--- config.mk ---
export PLATFORM = sky130hd
export DESIGN_NAME = icb2to1_bus
export DESIGN_NICKNAME = d
export VERILOG_FILES = /design/src/common/icb_pkg.sv /design/src/common/arbt_pkg.sv /design/src/icb_arbt/icb_arbt.sv /design/src/icb_arbt/icb_rsp_route.sv /design/src/rtl/icb_buffer.sv /design/src/rtl/icb2to1_bus.sv
export SDC_FILE = /design/constraint.sdc
export NUM_CORES = 1
export LEC_CHECK = 0
export ABC_AREA = 1
export BUFFER_PORTS_ARGS = -buffer_cell sky130_fd_sc_hd__buf_2
export CELL_PAD_IN_SITES_DETAIL_PLACEMENT = 1
export CELL_PAD_IN_SITES_GLOBAL_PLACEMENT = 1
export CORE_MARGIN = 1
export CORE_UTILIZATION = 43
export CTS_CLUSTER_SIZE = 28
export DETAILED_ROUTE_END_ITERATION = 16
export PLACE_DENSITY_LB_ADDON = 0.1
export RECOVER_POWER = 50
export SLEW_MARGIN = 20
export SYNTH_ARGS = -nofsm -noshare
export SYNTH_HDL_FRONTEND = slang
export SYNTH_SLANG_ARGS = --single-unit
--- constraint.sdc ---
create_clock -name clk -period 12.6 [get_ports clk]
set_clock_uncertainty 0.1 [all_clocks]
set_input_delay 1.26 -clock clk [delete_from_list [all_inputs] [get_ports clk]]
set_output_delay 1.26 -clock clk [all_outputs]
set_load 0.01 [all_outputs]
--- src/common/icb_pkg.sv ---
//------------------------------------------------------------
// ICB bus definitions.
// Address and data widths, payload field types and the
// read/write opcode shared by the bus blocks.
//------------------------------------------------------------

package icb_pkg;

  // Bus widths.
  localparam int ICB_AW = 32;
  localparam int ICB_DW = 32;

  // Command address.
  typedef logic [ICB_AW-1:0] icb_addr_t;

  // Read and write data.
  typedef logic [ICB_DW-1:0] icb_data_t;

  // One mask bit per data byte.
  typedef logic [ICB_DW/8-1:0] icb_mask_t;

  // Transfer size, 0 byte, 1 halfword, 2 word.
  typedef logic [1:0] icb_size_t;

  // Command opcode, matches the ICB read flag.
  typedef enum logic {
    ICB_WRITE = 1'b0,
    ICB_READ  = 1'b1
  } icb_op_e;

endpackage

--- src/common/arbt_pkg.sv ---
//------------------------------------------------------------
// Arbiter definitions.
// Scheme select, requester identifier and the last-grant
// state used by the round-robin pointer.
//------------------------------------------------------------

package arbt_pkg;

  // Arbitration scheme.
  typedef enum logic {
    ARBT_FIXED       = 1'b0,
    ARBT_ROUND_ROBIN = 1'b1
  } arbt_scheme_e;

  // Requester number, 0 or 1.
  typedef logic arbt_src_t;

  // Requester that took the last grant.
  typedef enum logic {
    ARBT_LAST_I0 = 1'b0,
    ARBT_LAST_I1 = 1'b1
  } arbt_state_e;

endpackage

--- src/icb_arbt/icb_arbt.sv ---
//------------------------------------------------------------
// ICB command arbiter.
// Picks one of two requesters per command, under fixed
// priority or round robin, and reports each grant.
//------------------------------------------------------------

module icb_arbt #(
  parameter arbt_pkg::arbt_scheme_e ARBT_SCHEME = arbt_pkg::ARBT_ROUND_ROBIN
) (
  input  logic                clk,
  input  logic                i_reset,

  input  logic                i_i0_cmd_valid,
  output logic                o_i0_cmd_ready,
  input  icb_pkg::icb_op_e    i_i0_cmd_op,
  input  icb_pkg::icb_addr_t  i_i0_cmd_addr,
  input  icb_pkg::icb_data_t  i_i0_cmd_wdata,
  input  icb_pkg::icb_mask_t  i_i0_cmd_wmask,
  input  icb_pkg::icb_size_t  i_i0_cmd_size,

  input  logic                i_i1_cmd_valid,
  output logic                o_i1_cmd_ready,
  input  icb_pkg::icb_op_e    i_i1_cmd_op,
  input  icb_pkg::icb_addr_t  i_i1_cmd_addr,
  input  icb_pkg::icb_data_t  i_i1_cmd_wdata,
  input  icb_pkg::icb_mask_t  i_i1_cmd_wmask,
  input  icb_pkg::icb_size_t  i_i1_cmd_size,

  output logic                o_cmd_valid,
  input  logic                i_cmd_ready,
  output icb_pkg::icb_op_e    o_cmd_op,
  output icb_pkg::icb_addr_t  o_cmd_addr,
  output icb_pkg::icb_data_t  o_cmd_wdata,
  output icb_pkg::icb_mask_t  o_cmd_wmask,
  output icb_pkg::icb_size_t  o_cmd_size,

  input  logic                i_route_full,
  output logic                o_grant,
  output arbt_pkg::arbt_src_t o_grant_src
);

  import icb_pkg::*;
  import arbt_pkg::*;

  arbt_state_e last_q;
  arbt_src_t   sel_src;
  logic        any_valid;
  logic        path_open;

  assign any_valid = i_i0_cmd_valid | i_i1_cmd_valid;

  // A command may move only if the buffer takes it and the
  // response queue has room to record its source.
  assign path_open = i_cmd_ready & ~i_route_full;

  always_comb begin
    if (i_i0_cmd_valid && i_i1_cmd_valid) begin
      if (ARBT_SCHEME == ARBT_ROUND_ROBIN) begin
        // The requester not served last wins the tie.
        sel_src = (last_q == ARBT_LAST_I0) ? 1'b1 : 1'b0;
      end else begin
        sel_src = 1'b0;
      end
    end else begin
      sel_src = i_i1_cmd_valid ? 1'b1 : 1'b0;
    end
  end

  // Payload mux.
  assign o_cmd_op    = sel_src ? i_i1_cmd_op    : i_i0_cmd_op;
  assign o_cmd_addr  = sel_src ? i_i1_cmd_addr  : i_i0_cmd_addr;
  assign o_cmd_wdata = sel_src ? i_i1_cmd_wdata : i_i0_cmd_wdata;
  assign o_cmd_wmask = sel_src ? i_i1_cmd_wmask : i_i0_cmd_wmask;
  assign o_cmd_size  = sel_src ? i_i1_cmd_size  : i_i0_cmd_size;

  // Valid is held back while the queue is full, so the buffer
  // never takes a command without a grant.
  assign o_cmd_valid = any_valid & ~i_route_full;

  assign o_i0_cmd_ready = ~sel_src & path_open;
  assign o_i1_cmd_ready = sel_src & path_open;

  assign o_grant     = any_valid & path_open;
  assign o_grant_src = sel_src;

  always_ff @(posedge clk) begin
    if (i_reset) begin
      last_q <= ARBT_LAST_I1;
    end else if (o_grant) begin
      last_q <= sel_src ? ARBT_LAST_I1 : ARBT_LAST_I0;
    end
  end

endmodule

--- src/icb_arbt/icb_rsp_route.sv ---
//------------------------------------------------------------
// ICB response router.
// Queues the source of each granted command and sends each
// response back to that source, in issue order.
//------------------------------------------------------------

module icb_rsp_route #(
  parameter int OUTS_NUM = 2
) (
  input  logic                clk,
  input  logic                i_reset,

  input  logic                i_grant,
  input  arbt_pkg::arbt_src_t i_grant_src,
  output logic                o_full,

  input  logic                i_rsp_valid,
  output logic                o_rsp_ready,
  input  logic                i_rsp_err,
  input  icb_pkg::icb_data_t  i_rsp_rdata,

  output logic                o_i0_rsp_valid,
  input  logic                i_i0_rsp_ready,
  output logic                o_i0_rsp_err,
  output icb_pkg::icb_data_t  o_i0_rsp_rdata,

  output logic                o_i1_rsp_valid,
  input  logic                i_i1_rsp_ready,
  output logic                o_i1_rsp_err,
  output icb_pkg::icb_data_t  o_i1_rsp_rdata
);

  import arbt_pkg::*;

  localparam int PTR_W = (OUTS_NUM > 1) ? $clog2(OUTS_NUM) : 1;
  localparam int CNT_W = $clog2(OUTS_NUM + 1);
  localparam logic [PTR_W-1:0] LAST_PTR = PTR_W'(OUTS_NUM - 1);
  localparam logic [CNT_W-1:0] FULL_CNT = CNT_W'(OUTS_NUM);

  arbt_src_t        src_q [OUTS_NUM];
  logic [PTR_W-1:0] wr_ptr_q;
  logic [PTR_W-1:0] rd_ptr_q;
  logic [CNT_W-1:0] cnt_q;
  arbt_src_t        head_src;
  logic             pop;

  function automatic logic [PTR_W-1:0] ptr_inc(input logic [PTR_W-1:0] ptr);
    return (ptr == LAST_PTR) ? '0 : ptr + 1'b1;
  endfunction

  assign o_full   = (cnt_q == FULL_CNT);
  assign head_src = src_q[rd_ptr_q];

  // Steer toward the oldest outstanding source.
  assign o_i0_rsp_valid = i_rsp_valid & ~head_src;
  assign o_i1_rsp_valid = i_rsp_valid & head_src;
  assign o_rsp_ready    = head_src ? i_i1_rsp_ready : i_i0_rsp_ready;

  assign o_i0_rsp_err   = i_rsp_err;
  assign o_i0_rsp_rdata = i_rsp_rdata;
  assign o_i1_rsp_err   = i_rsp_err;
  assign o_i1_rsp_rdata = i_rsp_rdata;

  assign pop = i_rsp_valid & o_rsp_ready;

  always_ff @(posedge clk) begin
    if (i_grant) begin
      src_q[wr_ptr_q] <= i_grant_src;
    end
  end

  always_ff @(posedge clk) begin
    if (i_reset) begin
      wr_ptr_q <= '0;
      rd_ptr_q <= '0;
      cnt_q    <= '0;
    end else begin
      if (i_grant) begin
        wr_ptr_q <= ptr_inc(wr_ptr_q);
      end
      if (pop) begin
        rd_ptr_q <= ptr_inc(rd_ptr_q);
      end
      case ({i_grant, pop})
        2'b10:   cnt_q <= cnt_q + 1'b1;
        2'b01:   cnt_q <= cnt_q - 1'b1;
        default: cnt_q <= cnt_q;
      endcase
    end
  end

endmodule

--- src/rtl/icb_buffer.sv ---
//------------------------------------------------------------
// ICB buffer stage.
// Registered command and response FIFOs between the
// arbiter and the slave port, ready taken from the count.
//------------------------------------------------------------

module icb_buffer #(
  parameter int FIFO_DP = 2
) (
  input  logic               clk,
  input  logic               i_reset,

  // Commands from the arbiter.
  input  logic               i_cmd_valid,
  output logic               o_cmd_ready,
  input  icb_pkg::icb_op_e   i_cmd_op,
  input  icb_pkg::icb_addr_t i_cmd_addr,
  input  icb_pkg::icb_data_t i_cmd_wdata,
  input  icb_pkg::icb_mask_t i_cmd_wmask,
  input  icb_pkg::icb_size_t i_cmd_size,

  // Commands to the slave.
  output logic               o_cmd_valid,
  input  logic               i_cmd_ready,
  output icb_pkg::icb_op_e   o_cmd_op,
  output icb_pkg::icb_addr_t o_cmd_addr,
  output icb_pkg::icb_data_t o_cmd_wdata,
  output icb_pkg::icb_mask_t o_cmd_wmask,
  output icb_pkg::icb_size_t o_cmd_size,

  // Responses from the slave.
  input  logic               i_rsp_valid,
  output logic               o_rsp_ready,
  input  logic               i_rsp_err,
  input  icb_pkg::icb_data_t i_rsp_rdata,

  // Responses to the router.
  output logic               o_rsp_valid,
  input  logic               i_rsp_ready,
  output logic               o_rsp_err,
  output icb_pkg::icb_data_t o_rsp_rdata
);

  import icb_pkg::*;

  localparam int PTR_W = (FIFO_DP > 1) ? $clog2(FIFO_DP) : 1;
  localparam int CNT_W = $clog2(FIFO_DP + 1);
  localparam logic [PTR_W-1:0] LAST_PTR = PTR_W'(FIFO_DP - 1);
  localparam logic [CNT_W-1:0] FULL_CNT = CNT_W'(FIFO_DP);

  icb_op_e          op_mem    [FIFO_DP];
  icb_addr_t        addr_mem  [FIFO_DP];
  icb_data_t        wdata_mem [FIFO_DP];
  icb_mask_t        wmask_mem [FIFO_DP];
  icb_size_t        size_mem  [FIFO_DP];
  logic [PTR_W-1:0] cmd_wr_ptr_q;
  logic [PTR_W-1:0] cmd_rd_ptr_q;
  logic [CNT_W-1:0] cmd_cnt_q;
  logic             cmd_push;
  logic             cmd_pop;

  logic             err_mem   [FIFO_DP];
  icb_data_t        rdata_mem [FIFO_DP];
  logic [PTR_W-1:0] rsp_wr_ptr_q;
  logic [PTR_W-1:0] rsp_rd_ptr_q;
  logic [CNT_W-1:0] rsp_cnt_q;
  logic             rsp_push;
  logic             rsp_pop;

  function automatic logic [PTR_W-1:0] ptr_inc(input logic [PTR_W-1:0] ptr);
    return (ptr == LAST_PTR) ? '0 : ptr + 1'b1;
  endfunction

  // Command FIFO.
  assign o_cmd_ready = (cmd_cnt_q != FULL_CNT);
  assign o_cmd_valid = (cmd_cnt_q != '0);
  assign cmd_push    = i_cmd_valid & o_cmd_ready;
  assign cmd_pop     = o_cmd_valid & i_cmd_ready;

  assign o_cmd_op    = op_mem[cmd_rd_ptr_q];
  assign o_cmd_addr  = addr_mem[cmd_rd_ptr_q];
  assign o_cmd_wdata = wdata_mem[cmd_rd_ptr_q];
  assign o_cmd_wmask = wmask_mem[cmd_rd_ptr_q];
  assign o_cmd_size  = size_mem[cmd_rd_ptr_q];

  always_ff @(posedge clk) begin
    if (cmd_push) begin
      op_mem[cmd_wr_ptr_q]    <= i_cmd_op;
      addr_mem[cmd_wr_ptr_q]  <= i_cmd_addr;
      wdata_mem[cmd_wr_ptr_q] <= i_cmd_wdata;
      wmask_mem[cmd_wr_ptr_q] <= i_cmd_wmask;
      size_mem[cmd_wr_ptr_q]  <= i_cmd_size;
    end
  end

  always_ff @(posedge clk) begin
    if (i_reset) begin
      cmd_wr_ptr_q <= '0;
      cmd_rd_ptr_q <= '0;
      cmd_cnt_q    <= '0;
    end else begin
      if (cmd_push) begin
        cmd_wr_ptr_q <= ptr_inc(cmd_wr_ptr_q);
      end
      if (cmd_pop) begin
        cmd_rd_ptr_q <= ptr_inc(cmd_rd_ptr_q);
      end
      case ({cmd_push, cmd_pop})
        2'b10:   cmd_cnt_q <= cmd_cnt_q + 1'b1;
        2'b01:   cmd_cnt_q <= cmd_cnt_q - 1'b1;
        default: cmd_cnt_q <= cmd_cnt_q;
      endcase
    end
  end

  // Response FIFO.
  assign o_rsp_ready = (rsp_cnt_q != FULL_CNT);
  assign o_rsp_valid = (rsp_cnt_q != '0);
  assign rsp_push    = i_rsp_valid & o_rsp_ready;
  assign rsp_pop     = o_rsp_valid & i_rsp_ready;

  assign o_rsp_err   = err_mem[rsp_rd_ptr_q];
  assign o_rsp_rdata = rdata_mem[rsp_rd_ptr_q];

  always_ff @(posedge clk) begin
    if (rsp_push) begin
      err_mem[rsp_wr_ptr_q]   <= i_rsp_err;
      rdata_mem[rsp_wr_ptr_q] <= i_rsp_rdata;
    end
  end

  always_ff @(posedge clk) begin
    if (i_reset) begin
      rsp_wr_ptr_q <= '0;
      rsp_rd_ptr_q <= '0;
      rsp_cnt_q    <= '0;
    end else begin
      if (rsp_push) begin
        rsp_wr_ptr_q <= ptr_inc(rsp_wr_ptr_q);
      end
      if (rsp_pop) begin
        rsp_rd_ptr_q <= ptr_inc(rsp_rd_ptr_q);
      end
      case ({rsp_push, rsp_pop})
        2'b10:   rsp_cnt_q <= rsp_cnt_q + 1'b1;
        2'b01:   rsp_cnt_q <= rsp_cnt_q - 1'b1;
        default: rsp_cnt_q <= rsp_cnt_q;
      endcase
    end
  end

endmodule

--- src/rtl/icb2to1_bus.sv ---
//------------------------------------------------------------
// Two-master to one-slave ICB bus.
// Arbiter, buffer stage and response router joined into
// one port pair toward the slave.
//------------------------------------------------------------

module icb2to1_bus #(
  parameter arbt_pkg::arbt_scheme_e ARBT_SCHEME = arbt_pkg::ARBT_ROUND_ROBIN,
  parameter int OUTS_NUM = 2,
  parameter int FIFO_DP  = 2
) (
  input  logic               clk,
  input  logic               i_reset,

  input  logic               i_i0_cmd_valid,
  output logic               o_i0_cmd_ready,
  input  icb_pkg::icb_op_e   i_i0_cmd_op,
  input  icb_pkg::icb_addr_t i_i0_cmd_addr,
  input  icb_pkg::icb_data_t i_i0_cmd_wdata,
  input  icb_pkg::icb_mask_t i_i0_cmd_wmask,
  input  icb_pkg::icb_size_t i_i0_cmd_size,
  output logic               o_i0_rsp_valid,
  input  logic               i_i0_rsp_ready,
  output logic               o_i0_rsp_err,
  output icb_pkg::icb_data_t o_i0_rsp_rdata,

  input  logic               i_i1_cmd_valid,
  output logic               o_i1_cmd_ready,
  input  icb_pkg::icb_op_e   i_i1_cmd_op,
  input  icb_pkg::icb_addr_t i_i1_cmd_addr,
  input  icb_pkg::icb_data_t i_i1_cmd_wdata,
  input  icb_pkg::icb_mask_t i_i1_cmd_wmask,
  input  icb_pkg::icb_size_t i_i1_cmd_size,
  output logic               o_i1_rsp_valid,
  input  logic               i_i1_rsp_ready,
  output logic               o_i1_rsp_err,
  output icb_pkg::icb_data_t o_i1_rsp_rdata,

  output logic               o_mem_cmd_valid,
  input  logic               i_mem_cmd_ready,
  output icb_pkg::icb_op_e   o_mem_cmd_op,
  output icb_pkg::icb_addr_t o_mem_cmd_addr,
  output icb_pkg::icb_data_t o_mem_cmd_wdata,
  output icb_pkg::icb_mask_t o_mem_cmd_wmask,
  output icb_pkg::icb_size_t o_mem_cmd_size,
  input  logic               i_mem_rsp_valid,
  output logic               o_mem_rsp_ready,
  input  logic               i_mem_rsp_err,
  input  icb_pkg::icb_data_t i_mem_rsp_rdata
);

  import icb_pkg::*;
  import arbt_pkg::*;

  // Arbiter to buffer.
  logic      arbt_cmd_valid;
  logic      arbt_cmd_ready;
  icb_op_e   arbt_cmd_op;
  icb_addr_t arbt_cmd_addr;
  icb_data_t arbt_cmd_wdata;
  icb_mask_t arbt_cmd_wmask;
  icb_size_t arbt_cmd_size;

  // Arbiter to router.
  logic      grant;
  arbt_src_t grant_src;
  logic      route_full;

  // Buffer to router.
  logic      buf_rsp_valid;
  logic      buf_rsp_ready;
  logic      buf_rsp_err;
  icb_data_t buf_rsp_rdata;

  icb_arbt #(
    .ARBT_SCHEME (ARBT_SCHEME)
  ) u_icb_arbt (
    .clk            (clk),
    .i_reset        (i_reset),
    .i_i0_cmd_valid (i_i0_cmd_valid),
    .o_i0_cmd_ready (o_i0_cmd_ready),
    .i_i0_cmd_op    (i_i0_cmd_op),
    .i_i0_cmd_addr  (i_i0_cmd_addr),
    .i_i0_cmd_wdata (i_i0_cmd_wdata),
    .i_i0_cmd_wmask (i_i0_cmd_wmask),
    .i_i0_cmd_size  (i_i0_cmd_size),
    .i_i1_cmd_valid (i_i1_cmd_valid),
    .o_i1_cmd_ready (o_i1_cmd_ready),
    .i_i1_cmd_op    (i_i1_cmd_op),
    .i_i1_cmd_addr  (i_i1_cmd_addr),
    .i_i1_cmd_wdata (i_i1_cmd_wdata),
    .i_i1_cmd_wmask (i_i1_cmd_wmask),
    .i_i1_cmd_size  (i_i1_cmd_size),
    .o_cmd_valid    (arbt_cmd_valid),
    .i_cmd_ready    (arbt_cmd_ready),
    .o_cmd_op       (arbt_cmd_op),
    .o_cmd_addr     (arbt_cmd_addr),
    .o_cmd_wdata    (arbt_cmd_wdata),
    .o_cmd_wmask    (arbt_cmd_wmask),
    .o_cmd_size     (arbt_cmd_size),
    .i_route_full   (route_full),
    .o_grant        (grant),
    .o_grant_src    (grant_src)
  );

  icb_rsp_route #(
    .OUTS_NUM (OUTS_NUM)
  ) u_icb_rsp_route (
    .clk            (clk),
    .i_reset        (i_reset),
    .i_grant        (grant),
    .i_grant_src    (grant_src),
    .o_full         (route_full),
    .i_rsp_valid    (buf_rsp_valid),
    .o_rsp_ready    (buf_rsp_ready),
    .i_rsp_err      (buf_rsp_err),
    .i_rsp_rdata    (buf_rsp_rdata),
    .o_i0_rsp_valid (o_i0_rsp_valid),
    .i_i0_rsp_ready (i_i0_rsp_ready),
    .o_i0_rsp_err   (o_i0_rsp_err),
    .o_i0_rsp_rdata (o_i0_rsp_rdata),
    .o_i1_rsp_valid (o_i1_rsp_valid),
    .i_i1_rsp_ready (i_i1_rsp_ready),
    .o_i1_rsp_err   (o_i1_rsp_err),
    .o_i1_rsp_rdata (o_i1_rsp_rdata)
  );

  icb_buffer #(
    .FIFO_DP (FIFO_DP)
  ) u_icb_buffer (
    .clk         (clk),
    .i_reset     (i_reset),
    .i_cmd_valid (arbt_cmd_valid),
    .o_cmd_ready (arbt_cmd_ready),
    .i_cmd_op    (arbt_cmd_op),
    .i_cmd_addr  (arbt_cmd_addr),
    .i_cmd_wdata (arbt_cmd_wdata),
    .i_cmd_wmask (arbt_cmd_wmask),
    .i_cmd_size  (arbt_cmd_size),
    .o_cmd_valid (o_mem_cmd_valid),
    .i_cmd_ready (i_mem_cmd_ready),
    .o_cmd_op    (o_mem_cmd_op),
    .o_cmd_addr  (o_mem_cmd_addr),
    .o_cmd_wdata (o_mem_cmd_wdata),
    .o_cmd_wmask (o_mem_cmd_wmask),
    .o_cmd_size  (o_mem_cmd_size),
    .i_rsp_valid (i_mem_rsp_valid),
    .o_rsp_ready (o_mem_rsp_ready),
    .i_rsp_err   (i_mem_rsp_err),
    .i_rsp_rdata (i_mem_rsp_rdata),
    .o_rsp_valid (buf_rsp_valid),
    .i_rsp_ready (buf_rsp_ready),
    .o_rsp_err   (buf_rsp_err),
    .o_rsp_rdata (buf_rsp_rdata)
  );

endmodule

Word-level counts from Yosys, hierarchy flattened --
Memory sizes are Yosys's and may differ from the RTL's. A register that Yosys moved wholly into a read port is not among the register bits. Index checks and enable logic that the tools add are counted.
Cells by class: add/subtract/negate cells 12, $mul 0, div/mod/pow operators 0, order comparisons 0, eq/ne operators 9, shift-type cells 0, multiplexer cells 41, bitwise gates (word level) 15, reduce and logical (&&, ||, !) cells 6
Operator list (count):
- $mux W32 | 2
- $mux W1 | 34
- $pmux W2 S2 | 3
- $and A1 B1 Y1 | 11
- $reduce_bool A2 Y1 | 5
- $eq A2 B2 Y1 const B | 4
- $add A1 B1 Y1 const B | 6
- $add A2 B1 Y2 const B | 3
- $eq A2 B1 Y1 const B | 3
- $sub A2 B1 Y2 const B | 3
- $mux W4 | 1
- $ne A2 B2 Y1 const B | 2
- $not A1 Y1 | 3
- $mux W2 | 1
- $logic_and A1 B1 Y1 | 1
- $or A1 B1 Y1 | 1
Storage, ports and cells: register bits 13, latch bits 0, bits in writable memories 210, ROM bits 0, input port bits 183, output and inout port bits 143, logic and storage cells 101, memories kept 8
Memories:
- u_icb_buffer.addr_mem | depth 2, bits a word 32, rd ports 1, clocked after Yosys merged registers in 1, wr ports 1, RTL line icb_buffer.sv:52 | icb_addr_t addr_mem [FIFO_DP];
- u_icb_buffer.rdata_mem | depth 2, bits a word 32, rd ports 1, clocked after Yosys merged registers in 1, wr ports 1, RTL line icb_buffer.sv:63 | icb_data_t rdata_mem [FIFO_DP];
- u_icb_buffer.wdata_mem | depth 2, bits a word 32, rd ports 1, clocked after Yosys merged registers in 1, wr ports 1, RTL line icb_buffer.sv:53 | icb_data_t wdata_mem [FIFO_DP];
- u_icb_buffer.wmask_mem | depth 2, bits a word 4, rd ports 1, clocked after Yosys merged registers in 1, wr ports 1, RTL line icb_buffer.sv:54 | icb_mask_t wmask_mem [FIFO_DP];
- u_icb_buffer.size_mem | depth 2, bits a word 2, rd ports 1, clocked after Yosys merged registers in 1, wr ports 1, RTL line icb_buffer.sv:55 | icb_size_t size_mem [FIFO_DP];
- u_icb_buffer.err_mem | depth 2, bits a word 1, rd ports 1, clocked after Yosys merged registers in 1, wr ports 1, RTL line icb_buffer.sv:62 | logic err_mem [FIFO_DP];
- +2 memories

Longest topological paths before layout --
Gate-level depths: netlist (run 1).
word-level depth 6, mapped depth 13, gate-level depth less buffers 13

By module --
From an unflattened synthesis (run 1), not the netlist that was laid out.
Second synthesis, totals: cell total of the unflattened synthesis 757, area total of the unflattened synthesis 10243.6 µm²
Modules (own cells, without submodules):
- icb_buffer | instances 1, cells an instance 399, area an instance 8389.3 µm², sequential area each 6446.2 µm²
- icb_arbt | instances 1, cells an instance 246, area an instance 1012.2 µm², sequential area each 20.0 µm²
- icb_rsp_route | instances 1, cells an instance 112, area an instance 842.1 µm², sequential area each 160.2 µm²

Worst setup path after synthesis (run 1) --
OpenSTA, ideal clock, no wires.
kind input port to flip-flop, start in i_i1_cmd_valid, end mem u_icb_buffer.addr_mem[0][0] (netlist bit), enable pin, library setup time 501 ps, arrival time 4473 ps, data required time 11999 ps, path slack 7527 ps, stages on the path 3, buffers on the path 0, cell sequence or2_4 nand3_4 nor2_1
Between the ends: cells in the longest elaborated chain, start to end 5
Ends and longest elaborated chain:
- start: declaration | RTL line icb2to1_bus.sv:27 | input logic i_i1_cmd_valid,
- $or A1 B1 Y1 | RTL line icb_arbt.sv:50 | assign any_valid = i_i0_cmd_valid | i_i1_cmd_valid;
- $and A1 B1 Y1 | RTL line icb_arbt.sv:78 | assign o_cmd_valid = any_valid & ~i_route_full;
- $and A1 B1 Y1 | RTL line icb_buffer.sv:77 | assign cmd_push = i_cmd_valid & o_cmd_ready;
- $mux W1 | RTL line icb_buffer.sv:87 | if (cmd_push) begin
- $mux W1 (implied by the code) | RTL line icb_buffer.sv:89 | addr_mem[cmd_wr_ptr_q] <= i_cmd_addr;
- end: declaration | RTL line icb_buffer.sv:52
Every way passes these cells.

Worst setup path after layout (run 1) --
start in i_i0_cmd_valid, end out o_i0_cmd_ready
Between the ends: cells in the longest elaborated chain, start to end 4
Ends and longest elaborated chain:
- start: declaration | RTL line icb2to1_bus.sv:15 | input logic i_i0_cmd_valid,
- $logic_and A1 B1 Y1 | RTL line icb_arbt.sv:57 | if (i_i0_cmd_valid && i_i1_cmd_valid) begin
- $mux W1 | RTL line icb_arbt.sv:57
- $not A1 Y1 | RTL line icb_arbt.sv:80 | assign o_i0_cmd_ready = ~sel_src & path_open;
- $and A1 B1 Y1 | RTL line icb_arbt.sv:80
- end: declaration | RTL line icb2to1_bus.sv:16 | output logic o_i0_cmd_ready,
Every way passes these cells.

==> results.py, run 1 <==
metrics = {
    "placed_design": {
        "dp_cells": 1259,
        "io_buffers": 325,
        "place_congestion": 0.749,
        "dpl.hpwl_mm": 15.1,
    },
    "global_route": {
        "antenna_found_initial": 7,
        "grt_max_degree": 75,
        "grt_pass1_vias": 6403,
        "grt_pass1_wl_mm": 33.4,
        "overflow": 0,
        "grt_usage": 0.183,
    },
    "cts": {
        "cts_hold_buf": 0,
        "cts_root_buffer": "clkbuf_16",
        "clockBufferDepth": 3,
        "cts_sinks": 226,
        "cts_buffers": 24,
        "insertion_delay_ps": 510,
        "clk_pin_slew_ps": 60,
        "htreeDepth": 1,
        "cts_resized": 0,
        "postCtsSetupBuffers": 0,
        "tritoncts": "done",
    },
    "drt": {
        "firstDrtPassIters": 4,
        "first_iter_violations": 243,
        "postRouteAntennaNets": 0,
        "vias": 6229,
        "drc": 0,
        "wl_per_cell_um": 16.8,
        "via_per_inst": 4.77,
        "wirelength_mm": 21.9,
    },
    "sta": {
        "rsz0062_at_grt": "no",
        "period_minus_slack_ps": 5890,
        "max_freq_mhz": 170,
        "drv_slew": 287,
        "finalHoldViolCount": 0,
        "worst_pin_slew_ps": 4150,
        "tns_ps": 0,
        "finalSetupViolations": 0,
        "maxSlewHeadroom": -1.77,
        "final.period_utilization": 0.467,
    },
    "synth": {
        "synth_cell_type_count": 24,
        "synthesis.instances": 703,
        "ys_seq_area_frac": 0.667,
        "synth_warnings": 0,
        "synth.avg_cell_area_sq_um": 14.1,
        "syn_area_sq_um": 9930,
        "synth_nets": 889,
        "ys_seq_elements": 226,
    },
    "layout": {
        "multi_input_area_sq_um": 2660,
        "nNetsFinal": 1186,
        "drive_gt1_frac": 0.453,
        "register_area_sq_um": 6630,
        "fin_cells": 1305,
        "final_common_cell": "buf_2",
        "layout_common_cells": "buf_2 (311), nand2_1 (237), edfxtp_1 (210)",
        "area_growth_pct": 21.7,
        "nFillCells": 2414,
    },
    "floorplan": {
        "core_area_sq_um": 22600,
        "die_h_um": 154,
        "die-width_um": 154,
        "ios": 326,
        "dieArea_sq_um": 23700,
        "rows": 55,
        "start_util": 0.439,
    },
    "status": {
        "violations": "max-capacitance violations, max-slew violations",
        "status": "complete, but fails checks",
    },
    "flow_run": {
        "max-cap-violations": 5,
    },
    "power_and_ir_drop": {
        "p_per_area_nw_per_um2": 231,
        "p_leak_nw": 5.26,
        "total_power_mw": 2.79,
        "peakVddDrop_uv": 126,
    },
    "setup_path": {
        "cp.arrival_ps": 4530,
        "worstSetupPathType": "in -> out",
        "cp-start-kind": "input pin",
        "endpoint_kind": "output port",
        "crit_path_max_fanout": 74,
        "worstPathRequired_ps": 11240,
    },
    "hold_path": {
        "min_path_type": "reg -> reg",
    },
}
-- metrics by stage --
step / setup WS (ps) / hold slack [ps] / util / cell area, sq um
floorplan: 7530 / 325 / - / 9930
global placement: 8240 / 322 / 0.504 / 11400
detailed placement: 8190 / 348 / 0.504 / 11400
CTS: 8190 / 354 / 0.536 / 12100
global route: 6130 / 382 / 0.534 / 12100
finish: 6710 / 350 / 0.534 / 12100
-- path summary, 6_finish.rpt --
check                                                            start                                      end  slack (ps)  cells after the start
worst max-delay path                                    i_i0_cmd_valid                           o_i0_cmd_ready        6710                      6
worst min-delay path            u_icb_buffer.cmd_rd_ptr_q$_SDFFE_PP0P_                                 register         350                      1
worst max register to register  u_icb_buffer.cmd_cnt_q[0]$_SDFFE_PP0P_  u_icb_buffer.wdata_mem[1][20]$_DFFE_PP_        7870                      5
worst min register to register  u_icb_buffer.cmd_rd_ptr_q$_SDFFE_PP0P_                                 register         350                      1
-- power by group --
group | switching (mW) | internal (mW) | total (mW)
clock | 0.269 | 0.379 | 0.648
sequential | 0.0663 | 1.12 | 1.18
combinational | 0.532 | 0.424 | 0.955
-- state kept, by name (all words and copies together), names as in the netlist, named ones only --
register and flops:
u_icb_buffer.rsp_rd_ptr_q 1, u_icb_arbt.last_q 1, u_icb_buffer.size_mem 4, u_icb_buffer.rsp_cnt_q 2, u_icb_buffer.op_mem 2, u_icb_rsp_route.wr_ptr_q 1
u_icb_buffer.err_mem 2, u_icb_rsp_route.src_q 2, u_icb_buffer.cmd_cnt_q 2, u_icb_buffer.wdata_mem 64, u_icb_rsp_route.cnt_q 2, u_icb_buffer.addr_mem 64
u_icb_buffer.cmd_rd_ptr_q 1, u_icb_buffer.rdata_mem 64, u_icb_buffer.wmask_mem 8, u_icb_rsp_route.rd_ptr_q 1, u_icb_buffer.rsp_wr_ptr_q 1, u_icb_buffer.cmd_wr_ptr_q 1
-- synth_stat cells, drive strengths merged --
cell type | number | share of area
mux2 | 104 | 0.15
nor2 | 20 | 0.0076
a21oi | 14 | 0.0071
o21a | 1 | 0.00076
or2 | 1 | 0.00088
dfxtp | 16 | 0.032
edfxtp | 210 | 0.64
ha | 3 | 0.0038
nand3 | 7 | 0.0048
nand2 | 240 | 0.093
inv | 17 | 0.0067
nor3 | 1 | 0.00050
o21ai | 9 | 0.0053
buf | 60 | 0.057
-- area by class of cell --
cell class,count,share of cell area
flip-flops and latches,226,0.549
multi-input cells,400,0.220
repair buffers,331,0.136
clock buffers,29,0.0530
well taps,285,0.0295
clock inverters,13,0.00673
inverters,17,0.00549
diodes,4,0.000828
-- cells by family after synthesis --
kind of cell | after synthesis | synth area share
AO/OA/AOI/OAI | 24 | 0.0131
adder cells (fa/ha/maj) | 3 | 0.00378
buffers and inverters | 77 | 0.0640
flip-flops | 226 | 0.667
multiplexers | 104 | 0.145
AND/OR/NAND/NOR | 269 | 0.107
-- worst max-delay path, stage by stage --
cell and delay [ps]:
buf_2 100, nand2_1 60, nand2_1 1410, inv_4 1360, nor2_1 100, buf_2 170
-- layer usage --
metal  track usage  vias to the layer above  part of all wire
li1              -                     3017                 -
met1         0.203                     2972              0.38
met2         0.338                      199              0.53
met3        0.0496                       37             0.065
met4        0.0571                        4             0.024
met5             0                        -           0.00096
Power figures use the tool's default switching activity.
==> run 2, diff against run 1 <==
--- a/config.mk
+++ b/config.mk
@@ -10,7 +10,7 @@
 export CELL_PAD_IN_SITES_DETAIL_PLACEMENT = 1
 export CELL_PAD_IN_SITES_GLOBAL_PLACEMENT = 1
 export CORE_MARGIN = 1
-export CORE_UTILIZATION = 43
+export CORE_UTILIZATION = 36
 export CTS_CLUSTER_SIZE = 28
 export DETAILED_ROUTE_END_ITERATION = 16
 export PLACE_DENSITY_LB_ADDON = 0.1
==> constraint.sdc (replaced) <==
create_clock -name clk -period 5.2 [get_ports clk]
set_clock_uncertainty 0.1 [all_clocks]
set_input_delay 0.52 -clock clk [delete_from_list [all_inputs] [get_ports clk]]
set_output_delay 0.52 -clock clk [all_outputs]
set_load 0.01 [all_outputs]
==> run 2 against run 1 <==
  * The flow still finishes with violations (max-capacitance violations, max-slew violations)
  * Critical endpoint is now u_icb_buffer.wdata_mem[1][18]$_DFFE_PP_
  * Count of clock-buffer cells in the layout rose by 3
  * Global-route usage fell by 2.7 points
  * Setup slack got worse by 5200 ps
  * Cell count rose by 4.3%
  * Sequential power rose by 140%
  * Critical path type is now reg -> reg
  * Clock power rose to 2.6 times the previous value
  * Register-to-register slack got worse by 6300 ps
  * Hold slack got worse by 250 ps
  * Wire length rose by 2.7%
==> results.py, run 2 (same netlist as run 1, synthesis figures left out) <==
metrics = {
    "power_and_ir_drop": {
        "p_leak_nw": 5.28,
        "power_frac_comb": 0.334,
        "p_per_area_nw_per_um2": 558,
        "p_seq_frac": 0.420,
        "p_sw_frac": 0.310,
        "pwr-share-clk": 0.246,
        "peakVddDrop_uv": 230,
        "p_switching_mw": 2.11,
        "p_int_mw": 4.70,
    },
    "floorplan": {
        "die-width_um": 168,
        "rows": 60,
        "ios": 326,
        "die_h_um": 168,
        "dieArea_sq_um": 28300,
        "start_util": 0.367,
        "core_area_sq_um": 27000,
    },
    "global_route": {
        "antenna_found_initial": 0,
        "grt_pass1_vias": 6138,
        "grt_pass1_wl_mm": 34.1,
        "overflow": 0,
        "grt_max_degree": 75,
        "grt_usage": 0.156,
    },
    "cts": {
        "clockBufferDepth": 3,
        "cts_buffers": 25,
        "insertion_delay_ps": 510,
        "postCtsSetupBuffers": 0,
        "clk_pin_slew_ps": 60,
        "htreeDepth": 1,
        "cts_sinks": 226,
        "tritoncts": "done",
        "cts_resized": 0,
        "cts_root_buffer": "clkbuf_16",
        "cts_hold_buf": 0,
    },
    "placed_design": {
        "io_buffers": 325,
        "place_congestion": 0.732,
        "dpl.hpwl_mm": 16.3,
    },
    "setup_path": {
        "crit_start": "u_icb_buffer.cmd_cnt_q[0]$_SDFFE_PP0P_",
        "cp.arrival_ps": 3660,
        "r2r.worst_path.cells": 5,
        "cpMaxStageDelayCell": "clkbuf_1",
        "crit_chain": "inv_1 > nand2_4 > nand3_1 > nor2_1 > clkbuf_1",
        "worstPathRequired_ps": 5200,
        "endpoint_kind": "register",
        "worstSetupPathType": "reg -> reg",
        "crit_path_max_incr_delay_ps": 1160,
        "worst_r2r_endpoint": "u_icb_buffer.wdata_mem[1][18]$_DFFE_PP_",
        "cp-endpoint": "u_icb_buffer.wdata_mem[1][18]$_DFFE_PP_",
        "r2r_start": "u_icb_buffer.cmd_cnt_q[0]$_SDFFE_PP0P_",
        "cp-start-kind": "register",
        "reg2reg_slack_ps": 1540,
        "crit_path_max_fanout": 25,
    },
    "drt": {
        "via_per_inst": 4.50,
        "vias": 6126,
        "wl_per_cell_um": 16.5,
        "wirelength_mm": 22.5,
        "first_iter_violations": 273,
        "drc": 0,
        "firstDrtPassIters": 4,
        "postRouteAntennaNets": 0,
    },
    "layout": {
        "final_common_cell": "buf_2",
        "area_growth_pct": 22.8,
        "layout_common_cells": "buf_2 (305), nand2_1 (238), edfxtp_1 (210)",
        "nNetsFinal": 1189,
        "reg_top3": "u_icb_buffer.addr_mem x64, u_icb_buffer.rdata_mem x64, u_icb_buffer.wdata_mem x64",
        "drive_gt1_frac": 0.445,
    },
    "sta": {
        "period_minus_slack_ps": 3660,
        "max_freq_mhz": 273,
        "tns_ps": 0,
        "maxSlewHeadroom": -0.325,
        "finalSetupViolations": 0,
        "worst_pin_slew_ps": 1990,
        "final.period_utilization": 0.704,
        "rsz0062_at_grt": "no",
        "finalHoldViolCount": 0,
        "worst_hold_slack_ps": 96.1,
        "drv_slew": 113,
    },
    "status": {
        "status": "complete, but fails checks",
        "violations": "max-capacitance violations, max-slew violations",
    },
    "flow_run": {
        "max-cap-violations": 4,
    },
    "hold_path": {
        "hold_path_startpoint": "i_mem_rsp_rdata[9]",
        "min_path_type": "in -> reg",
    },
}
-- run 2: power groups by stage --
stage	Sequential [mW]	Combinational (mW)	Clock, mW
5_1_grt	2.91	2.48	1.79
3_5_place_dp	2.89	2.36	0
2_1_floorplan	2.82	1.73	0
3_3_place_gp	2.88	2.34	0
4_1_cts	2.86	2.37	1.73
6_report	2.86	2.27	1.68
-- run 2: per-layer routing --
| layer | routed length [um] | track usage | part of all wire |
|---|---|---|---|
| met1 | 9520 | 0.199 | 0.42 |
| met2 | 11100 | 0.269 | 0.49 |
| met3 | 1550 | 0.0357 | 0.069 |
| met4 | 331 | 0.0368 | 0.015 |
| met5 | 0 | 0 | 0 |
-- run 2: worst min-delay path by stage --
stage	depth (start not counted)	slack [ps]	end
6_report	1	100	u_icb_buffer.rdata_mem[1][9]$_DFFE_PP_
5_1_grt	1	70	u_icb_buffer.rdata_mem[0][22]$_DFFE_PP_
4_1_cts	1	70	u_icb_buffer.rdata_mem[0][19]$_DFFE_PP_
3_5_place_dp	1	360	register
3_3_place_gp	1	340	u_icb_buffer.cmd_rd_ptr_q$_SDFFE_PP0P_
2_1_floorplan	1	330	register
-- run 2: critical path: cells and delay by family, from the launching register on --
| family | cells | cell delay (ps) |
|---|---|---|
| buffers and inverters | 2 | 1290 |
| and+or+nand+nor | 3 | 1450 |
| DFF | 1 | 380 |
-- run 2: stage by stage --
step / total power, mW / cell area, sq um / cells / setup WS, ps / util
2_1_floorplan: 4.56 / 9930 / 703 / 867 / -
3_3_place_gp: 5.22 / 11500 / 1317 / 2260 / 0.425
5_1_grt: 7.19 / 12200 / 1360 / 1180 / 0.451
6_report: 6.81 / 12200 / 1361 / 1540 / 0.451
4_1_cts: 6.96 / 12300 / 1360 / 1980 / 0.454
3_5_place_dp: 5.26 / 11500 / 1317 / 2270 / 0.425
-- run 2: layout make-up --
type | count | area [sq um]
Antenna cell | 1 | 2.50
Clock buffer | 32 | 652
Clock inverter | 11 | 124
Fill cell | 2918 | 14800
Inverter | 17 | 66.3
Multi-Input combinational cell | 400 | 2650
Sequential cell | 226 | 6630
Tap cell | 341 | 427
Timing Repair Buffer | 333 | 1650
